## src/cpuPkg.sv

```systemverilog
package cpuPkg;

  // datapath and register file sizes
  localparam int dataWidth = 16;
  localparam int regCount = 8;
  localparam int regAddrWidth = 3;

  // instruction field widths
  localparam int opWidth = 4;
  localparam int shamtWidth = 3;
  localparam int immWidth = 8;

  // flag vector layout
  localparam int flagCount = 3;
  localparam int flagZero = 0;
  localparam int flagNeg = 1;
  localparam int flagCarry = 2;

  // opcode values, codes 11 to 15 decode as nop
  typedef enum logic [opWidth-1:0] {
    opNop = 4'd0,
    opAdd = 4'd1,
    opSub = 4'd2,
    opAnd = 4'd3,
    opOr  = 4'd4,
    opShl = 4'd5,
    opShr = 4'd6,
    opLdi = 4'd7,
    opMov = 4'd8,
    opIn  = 4'd9,
    opOut = 4'd10
  } opcodeT;

  // register form, used by every op except ldi
  // out sends the register named in rs
  typedef struct packed {
    opcodeT opcode;
    logic [regAddrWidth-1:0] rd;
    logic [regAddrWidth-1:0] rs;
    logic [regAddrWidth-1:0] rt;
    logic [shamtWidth-1:0] shamt;
  } rFormT;

  // immediate form, ldi only
  typedef struct packed {
    opcodeT opcode;
    logic [regAddrWidth-1:0] rd;
    logic pad;
    logic [immWidth-1:0] imm;
  } iFormT;

  // one 16-bit word, two views
  typedef union packed {
    rFormT rForm;
    iFormT iForm;
  } instrWord;

endpackage
```

## src/stageIf.sv

```systemverilog
`timescale 1ns/1ps

// decode to execute boundary, driven by the execute register in decode
interface decodeExecIf;
  logic valid;
  cpuPkg::opcodeT op;
  logic [cpuPkg::regAddrWidth-1:0] rd;
  logic [cpuPkg::regAddrWidth-1:0] rsAddr;
  logic [cpuPkg::regAddrWidth-1:0] rtAddr;
  logic [cpuPkg::dataWidth-1:0] rsVal;
  logic [cpuPkg::dataWidth-1:0] rtVal;
  // immediate, shift amount or sampled input port
  logic [cpuPkg::dataWidth-1:0] operand;
  logic writesReg;

  modport src (output valid, op, rd, rsAddr, rtAddr, rsVal, rtVal, operand, writesReg);
  modport dst (input valid, op, rd, rsAddr, rtAddr, rsVal, rtVal, operand, writesReg);
endinterface

// execute to result boundary, plus hold and write-back flowing back
interface execResultIf;
  logic valid;
  cpuPkg::opcodeT op;
  logic [cpuPkg::regAddrWidth-1:0] rd;
  logic [cpuPkg::dataWidth-1:0] value;
  logic writesReg;
  // from the result stage back to the earlier stages
  logic hold;
  logic wbEn;
  logic [cpuPkg::regAddrWidth-1:0] wbAddr;
  logic [cpuPkg::dataWidth-1:0] wbData;

  modport src (output valid, op, rd, value, writesReg, input hold, wbEn, wbAddr, wbData);
  modport dst (input valid, op, rd, value, writesReg, output hold, wbEn, wbAddr, wbData);
  // decode only sees the stall and the write-back bus
  modport wb (input hold, wbEn, wbAddr, wbData);
endinterface

```

## src/cpuTop.sv

```systemverilog
`timescale 1ns/1ps

module cpuTop (
  input  logic clk,
  input  logic rst,
  input  logic [cpuPkg::dataWidth-1:0] instr,
  input  logic instrValid,
  output logic instrReady,
  input  logic [cpuPkg::dataWidth-1:0] inputPort,
  output logic [cpuPkg::dataWidth-1:0] outputPort,
  output logic outValid,
  input  logic outReady,
  output logic [cpuPkg::flagCount-1:0] flags
);

  // stage boundaries
  decodeExecIf deIf ();
  execResultIf erIf ();

  // decode, register file and execute register
  instrDecode uDecode (
    .clk        (clk),
    .rst        (rst),
    .instr      (instr),
    .instrValid (instrValid),
    .instrReady (instrReady),
    .inputPort  (inputPort),
    .de         (deIf.src),
    .er         (erIf.wb)
  );

  // forwarding, alu and flags
  aluExecute uExecute (
    .clk   (clk),
    .rst   (rst),
    .de    (deIf.dst),
    .er    (erIf.src),
    .flags (flags)
  );

  // result register and output port
  resultWriteback uWriteback (
    .clk        (clk),
    .rst        (rst),
    .er         (erIf.dst),
    .outputPort (outputPort),
    .outValid   (outValid),
    .outReady   (outReady)
  );

endmodule

```

## src/resultWriteback.sv

```systemverilog
`timescale 1ns/1ps

module resultWriteback (
  input  logic clk,
  input  logic rst,
  execResultIf.dst er,
  output logic [cpuPkg::dataWidth-1:0] outputPort,
  output logic outValid,
  input  logic outReady
);

  logic resValid;
  cpuPkg::opcodeT resOp;
  logic [cpuPkg::regAddrWidth-1:0] resRd;
  logic [cpuPkg::dataWidth-1:0] resValue;
  logic resWrites;

  // result register
  always_ff @(posedge clk or posedge rst)
  begin
    if (rst)
      resValid <= 1'b0;
    else if (!er.hold)
      resValid <= er.valid;
  end

  always_ff @(posedge clk)
  begin
    if (!er.hold && er.valid)
    begin
      resOp <= er.op;
      resRd <= er.rd;
      resValue <= er.value;
      resWrites <= er.writesReg;
    end
  end

  // out ops sit here until the port takes them
  assign outValid = resValid && (resOp == cpuPkg::opOut);
  assign outputPort = resValue;

  // stall everything while the port refuses
  assign er.hold = outValid && !outReady;

  // write-back bus, also the forwarding source
  assign er.wbEn = resValid && resWrites;
  assign er.wbAddr = resRd;
  assign er.wbData = resValue;

endmodule

```

## src/aluExecute.sv

```systemverilog
`timescale 1ns/1ps

module aluExecute (
  input  logic clk,
  input  logic rst,
  decodeExecIf.dst de,
  execResultIf.src er,
  output logic [cpuPkg::flagCount-1:0] flags
);

  logic [cpuPkg::dataWidth-1:0] opA;
  logic [cpuPkg::dataWidth-1:0] opB;
  logic [cpuPkg::dataWidth-1:0] result;
  logic [cpuPkg::dataWidth:0] wide;
  logic [cpuPkg::shamtWidth-1:0] shamt;
  logic [cpuPkg::flagCount-1:0] nextFlags;
  logic carry;
  logic setsFlags;

  // forward from the result stage when it writes our source
  assign opA = (er.wbEn && er.wbAddr == de.rsAddr) ? er.wbData : de.rsVal;
  assign opB = (er.wbEn && er.wbAddr == de.rtAddr) ? er.wbData : de.rtVal;

  assign shamt = de.operand[cpuPkg::shamtWidth-1:0];

  always_comb
  begin
    wide = '0;
    result = '0;
    carry = 1'b0;
    setsFlags = 1'b0;
    case (de.op)
      cpuPkg::opAdd:
      begin
        wide = {1'b0, opA} + {1'b0, opB};
        result = wide[cpuPkg::dataWidth-1:0];
        carry = wide[cpuPkg::dataWidth];
        setsFlags = 1'b1;
      end
      cpuPkg::opSub:
      begin
        // top bit set on borrow
        wide = {1'b0, opA} - {1'b0, opB};
        result = wide[cpuPkg::dataWidth-1:0];
        carry = wide[cpuPkg::dataWidth];
        setsFlags = 1'b1;
      end
      cpuPkg::opAnd:
      begin
        // logic ops clear carry
        result = opA & opB;
        setsFlags = 1'b1;
      end
      cpuPkg::opOr:
      begin
        result = opA | opB;
        setsFlags = 1'b1;
      end
      cpuPkg::opShl:
      begin
        // extra bit on top catches the last bit out
        wide = {1'b0, opA} << shamt;
        result = wide[cpuPkg::dataWidth-1:0];
        carry = wide[cpuPkg::dataWidth];
        setsFlags = 1'b1;
      end
      cpuPkg::opShr:
      begin
        // extra bit at the bottom, zero shift leaves carry clear
        wide = {opA, 1'b0} >> shamt;
        result = wide[cpuPkg::dataWidth:1];
        carry = wide[0];
        setsFlags = 1'b1;
      end
      cpuPkg::opLdi, cpuPkg::opIn:
        result = de.operand;
      cpuPkg::opMov, cpuPkg::opOut:
        result = opA;
      default:
        result = '0;
    endcase
  end

  always_comb
  begin
    nextFlags = '0;
    nextFlags[cpuPkg::flagZero] = (result == '0);
    nextFlags[cpuPkg::flagNeg] = result[cpuPkg::dataWidth-1];
    nextFlags[cpuPkg::flagCarry] = carry;
  end

  // flags move with the op into the result stage
  always_ff @(posedge clk or posedge rst)
  begin
    if (rst)
      flags <= '0;
    else if (!er.hold && de.valid && setsFlags)
      flags <= nextFlags;
  end

  // load values for the result register
  assign er.valid = de.valid;
  assign er.op = de.op;
  assign er.rd = de.rd;
  assign er.value = result;
  assign er.writesReg = de.writesReg;

endmodule

```

## src/instrDecode.sv

```systemverilog
`timescale 1ns/1ps

module instrDecode (
  input  logic clk,
  input  logic rst,
  input  cpuPkg::instrWord instr,
  input  logic instrValid,
  output logic instrReady,
  input  logic [cpuPkg::dataWidth-1:0] inputPort,
  decodeExecIf.src de,
  execResultIf.wb er
);

  cpuPkg::instrWord decInstr;
  logic decValid;
  logic [cpuPkg::dataWidth-1:0] regFile [cpuPkg::regCount];
  cpuPkg::opcodeT op;
  logic [cpuPkg::regAddrWidth-1:0] rd;
  logic [cpuPkg::regAddrWidth-1:0] rsAddr;
  logic [cpuPkg::regAddrWidth-1:0] rtAddr;
  logic [cpuPkg::dataWidth-1:0] rsRead;
  logic [cpuPkg::dataWidth-1:0] rtRead;
  logic [cpuPkg::dataWidth-1:0] operand;
  logic writesReg;

  // no accept while the output port stalls the pipe
  assign instrReady = !er.hold;

  // decode register, a bubble enters when nothing is offered
  always_ff @(posedge clk or posedge rst)
  begin
    if (rst)
      decValid <= 1'b0;
    else if (!er.hold)
      decValid <= instrValid;
  end

  always_ff @(posedge clk)
  begin
    if (!er.hold && instrValid)
      decInstr <= instr;
  end

  // register file, written from the result stage
  always_ff @(posedge clk or posedge rst)
  begin
    if (rst)
    begin
      for (int i = 0; i < cpuPkg::regCount; i++)
        regFile[i] <= '0;
    end
    else if (er.wbEn)
      regFile[er.wbAddr] <= er.wbData;
  end

  // field decode through the union
  always_comb
  begin
    op = decInstr.rForm.opcode;
    rd = decInstr.rForm.rd;
    rsAddr = decInstr.rForm.rs;
    rtAddr = decInstr.rForm.rt;
    operand = '0;
    writesReg = 1'b0;
    case (op)
      cpuPkg::opAdd, cpuPkg::opSub, cpuPkg::opAnd, cpuPkg::opOr, cpuPkg::opMov:
        writesReg = 1'b1;
      cpuPkg::opShl, cpuPkg::opShr:
      begin
        writesReg = 1'b1;
        operand[cpuPkg::shamtWidth-1:0] = decInstr.rForm.shamt;
      end
      cpuPkg::opLdi:
      begin
        // immediate view, zero-extended
        writesReg = 1'b1;
        rd = decInstr.iForm.rd;
        operand[cpuPkg::immWidth-1:0] = decInstr.iForm.imm;
      end
      cpuPkg::opIn:
      begin
        // port sampled as the op moves to execute
        writesReg = 1'b1;
        operand = inputPort;
      end
      default:
        writesReg = 1'b0;
    endcase
  end

  // write-through, a read of the register being written sees new data
  assign rsRead = (er.wbEn && er.wbAddr == rsAddr) ? er.wbData : regFile[rsAddr];
  assign rtRead = (er.wbEn && er.wbAddr == rtAddr) ? er.wbData : regFile[rtAddr];

  // execute register
  always_ff @(posedge clk or posedge rst)
  begin
    if (rst)
      de.valid <= 1'b0;
    else if (!er.hold)
      de.valid <= decValid;
  end

  always_ff @(posedge clk)
  begin
    if (!er.hold && decValid)
    begin
      de.op <= op;
      de.rd <= rd;
      de.rsAddr <= rsAddr;
      de.rtAddr <= rtAddr;
      de.rsVal <= rsRead;
      de.rtVal <= rtRead;
      de.operand <= operand;
      de.writesReg <= writesReg;
    end
  end

endmodule

```

## config.mk

```make
export PLATFORM = sky130hd
export DESIGN_NAME = cpuTop
export DESIGN_NICKNAME = d
export VERILOG_FILES = /design/src/cpuPkg.sv /design/src/stageIf.sv /design/src/cpuTop.sv /design/src/resultWriteback.sv /design/src/aluExecute.sv /design/src/instrDecode.sv
export SDC_FILE = /design/constraint.sdc
export NUM_CORES = 1
export LEC_CHECK = 0
export BUFFER_PORTS_ARGS = -buffer_cell sky130_fd_sc_hd__buf_2
export CAP_MARGIN = 20
export CORE_MARGIN = 4
export CORE_UTILIZATION = 58
export DETAILED_ROUTE_END_ITERATION = 7
export GPL_TIMING_DRIVEN = 0
export HOLD_SLACK_MARGIN = 0.05
export PLACE_DENSITY = 0.8
export SLEW_MARGIN = 20
export SYNTH_ARGS = -nofsm -noshare
export SYNTH_HDL_FRONTEND = slang
export SYNTH_SLANG_ARGS = --single-unit
```

## constraint.sdc

```tcl
create_clock -name clk -period 9.8 [get_ports clk]
set_input_delay 0 -clock clk [delete_from_list [all_inputs] [get_ports clk]]
set_output_delay 0 -clock clk [all_outputs]
set_load 0.01 [all_outputs]
```

==> metrics.md <==
| Metric | Value |
|---|---|
| Area Growth Syn to Fin | `12.94%` |
| Delay of the slowest cell on the worst path | `0.76 ns` |
| Family with the most delay on the worst path | `simple AND/OR/NAND/NOR gates` |
| Std cell rows | `59` |
| Ys Warns | `0` |
| Most common cell after layout, fill and taps aside | `mux2_2` |
| Number of buffers added by the clock tree synthesis step | `25` |
| Nature of the critical path startpoint | `flop` |
| Critical Path, Cell by Cell | `and2_1 > nand4_4 > buf_4 > mux2_2 > inv_1 > ha_1 > inv_1 > fa_1 > nor2b_1 > o21a_1 > or4b_1 > and4_1 > a2111oi_0 > or4b_1 > or4_1 > nor4_1 > nand4b_1 > nand2_1` |
| Nets in the synthesized netlist | `1428` |
| HP Start | `instr[8]` |
| TritonCTS clock tree | `yes` |
| Global route hottest layer | `met2` |
| Hold endpoint | `uDecode.decInstr[8]$_DFFE_PP_` |
| Remaining routing DRC violations | `0` |
| Global-route met1 utilization | `0.4682` |
| Final TNS setup | `0 ns` |
| Buffers added on ports | `56` |
| Post-Route Hold Slack | `0.1607 ns` |
| Met3 GRT Util | `0.03447` |
| Chip Height | `171.6 um` |
| Power after layout | `4.082 mW` |
| Clock tree root buffer cell | `clkbuf_16` |
| Total number of clock tree sinks | `236` |
| Pre-antenna DRT Iters | `6` |
| Share of flip-flops with an asynchronous set or reset after synthesis | `0.5678` |
| Worst-case clock buffer depth | `3` |
| CTS HTree Levels | `1` |
| Total count of max-transition violations in the final report | `0` |
| Number of synthesized flops with an enable pin | `102` |
| Count of max-cap constraint violations | `0` |
| Final non-filler cell total | `1815` |
| Critical setup path kind | `flop to flop` |
| P per Cell Area | `232.9 nW/um^2` |
| Hold/Removal Path Class | `input pin to flop` |
| Worst slew margin relative to its limit | `0.3320` |
| DR iter-0 viols | `1535` |
| Post-synth cell types | `81` |
| Leakage | `7.038 nW` |
| R2r setup slk | `2.92 ns` |
| Number of antenna violations at the first check in global routing | `0` |
| Via count | `12615` |
| Reg-to-reg critical path startpoint | `uWriteback.resValid$_DFFE_PP0N_` |
| Floorplan die width | `171.6 um` |
| Final hold vios | `0` |
| Setup-failing EPs final | `0` |
| Aggregate global routing overflow | `0` |
| Post-CTS resize count | `0` |
| Cell count of the worst reg-to-reg path | `18` |
| Worst-Skew Late Latency | `0.56 ns` |
| Clk slew on worst S/H paths | `0.07 ns` |
| Syn Std Cell Area | `15520 um^2` |
| GR Util All Layers | `0.3462` |
| HPWL reported at the end of detailed placement | `36410 um` |
| Peak supply drop | `0.1964 mV` |
| Kind of capture point of the worst setup path | `flop` |
| Number of nets at the end of the flow | `1551` |
| Cell depth of the worst min-delay path | `2` |
| Die outline area | `29430 um^2` |
| Mean routed wirelength per cell | `27.88 um` |
| Average size of a mapped cell | `11.60 um^2` |
| Timing-limited maximum frequency | `145.3 MHz` |
| Top Ports | `57` |
| Dominant synthesized flop cell | `dfrtp_1` |
| Area of the placeable core | `26210 um^2` |
| Count of state elements after synthesis | `236` |
| Status | `completed` |
| Storage cell area | `6416 um^2` |
| Data required time at the worst endpoint | `10.27 ns` |
| Initial standard-cell utilization of the core | `0.5921` |
| Placed cell area | `16310 um^2` |
| Gate Count Post-Synth | `1338` |
| Final-layout fill cell count | `1899` |
| Portion of the post-synthesis area used by sequential elements | `0.4135` |
| Critical R2R Capture | `uExecute.flags[0]$_DFFE_PP0P_` |
| Critical-path maximum fanout | `10` |
| Placed cell count | `1732` |
| WL final | `50600 um` |
| Crit path time final | `6.884 ns` |
| Tcrit/Tclk final | `0.7024` |
| Last weighted congestion value of the routability-driven placer | `1.051` |
| Maximum number of pins on one net before global-route repair | `103` |
| Worst-margin pin slew | `1.002 ns` |
| Summed area of non-filler cells in the final layout | `17530 um^2` |
| Count of antenna diodes in the layout | `0` |
| GR Util met2 | `0.5751` |
| Number of routed nets with antenna violations | `0` |
| Unrepaired setup endpoints after global routing | `false` |
| Clock tree skew after final layout | `0.02302 ns` |
| Max stage delay cell, worst path | `a2111oi_0` |
| Global-route wire length before repair | `77070 um` |
| Setup fix buffers added after clock tree synthesis | `0` |
| Combined area of the multi-input logic cells | `8518 um^2` |
| CTS hold repair buffers | `37` |
| Arrival time reported for the critical path endpoint | `7.36 ns` |
| Ratio of routed vias to standard cells | `6.950` |
| Commonest non-fill, non-tap cells in the layout | `mux2_2 (161), dfrtp_1 (134), edfxtp_1 (102), nand2_1 (101), clkbuf_1 (80)` |
| Fraction of final layout cells sized beyond drive strength 1 | `0.2588` |
| Buf+Inv Stages, Crit Path | `3` |
| Number of global-route vias before repair | `12506` |
-- cell type report --
class	count	share of cell area
clock buffer	33	0.04048
tap	335	0.02392
timing repair buffer	96	0.04055
clock inverter	13	0.007425
sequential	236	0.3661
buffer	102	0.02385
inverter	52	0.01164
multi-input combinational	948	0.4860
-- cells by family after synthesis --
| family | synth area share |
|---|---|
| AOI/OAI and AO/OA | 0.1152 |
| xor gates and xnor gates | 0.01322 |
| adders and majority gates | 0.04451 |
| buffers and inverters | 0.03959 |
| DFF | 0.4135 |
| muxes | 0.2710 |
| and+or+nand+nor | 0.1030 |
-- report_power, final --
part	internal (mW)	total [mW]	switching [mW]
clock network	0.564	0.975	0.412
logic	0.703	1.54	0.836
registers	1.34	1.57	0.230
total	2.60	4.08	1.48
-- layer usage --
layer,wire (um),share of wire,vias up
met2,24500,0.48,793
met5,0,0,-
met3,3608,0.071,159
met1,19710,0.39,6307
li1,-,-,5356
met4,2786,0.055,0
-- synth_stat cells, types with 17 or more instances --
library cell	count	area, um^2
o21ai_0	68	340.3
a221oi_1	22	192.7
nor3_1	21	105.1
nor2_1	79	296.5
nand2_1	101	379.1
mux4_2	77	1734
clkbuf_1	78	292.8
edfxtp_1	102	3063
a21oi_1	39	195.2
ha_1	52	650.6
mux2_2	161	1813
nand2b_1	17	106.4
dfrtp_1	134	3353
mux2i_1	60	600.6
inv_1	50	187.7
-- through the flow --
stage,utilization,worst slack (ns)
final,0.6688,2.916
after global placement,0.6188,2.255
after global routing,0.6688,2.665
after floorplan,-,4.434
after detailed placement,0.6224,3.262
after CTS,0.6686,3.160
-- registers in the layout, summed over array words and instances (netlist names), 3 cells and up --
signal	cells
uDecode.de.operand	16
uDecode.regFile	128
uWriteback.er.wbData	16
uDecode.de.op	4
uExecute.flags	3
uDecode.de.rsVal	16
uDecode.de.rtVal	16
uDecode.de.rtAddr	3
uWriteback.er.wbAddr	3
uWriteback.resOp	4
uDecode.de.rd	3
uDecode.decInstr	16
uDecode.de.rsAddr	3
-- how the worst max path moves through the flow --
stage / startpoint / endpoint / slack, ns / cells after the start
final: uWriteback.resValid$_DFFE_PP0N_ / uExecute.flags[0]$_DFFE_PP0P_ / 2.92 / 18
after global routing: uWriteback.resValid$_DFFE_PP0N_ / uExecute.flags[0]$_DFFE_PP0P_ / 2.66 / 16
after CTS: uWriteback.resValid$_DFFE_PP0N_ / uExecute.flags[0]$_DFFE_PP0P_ / 3.16 / 18
after detailed placement: uWriteback.resValid$_DFFE_PP0N_ / uExecute.flags[0]$_DFFE_PP0P_ / 3.26 / 18
after global placement: uWriteback.er.wbAddr[2]$_DFFE_PP_ / uExecute.flags[0]$_DFFE_PP0P_ / 2.25 / 17
after floorplan: uWriteback.er.wbAddr[2]$_DFFE_PP_ / uExecute.flags[0]$_DFFE_PP0P_ / 4.43 / 17
-- worst register-to-register path, delay by kind of cell (launching register included) --
family / cells / cell delay (ns)
muxes: 1 / 0.37
buffers and inverters: 3 / 0.53
DFF: 1 / 0.46
AOI/OAI and AO/OA: 2 / 0.98
adders and majority gates: 2 / 0.67
and+or+nand+nor: 10 / 3.78
(Power assumes the default switching activity.)
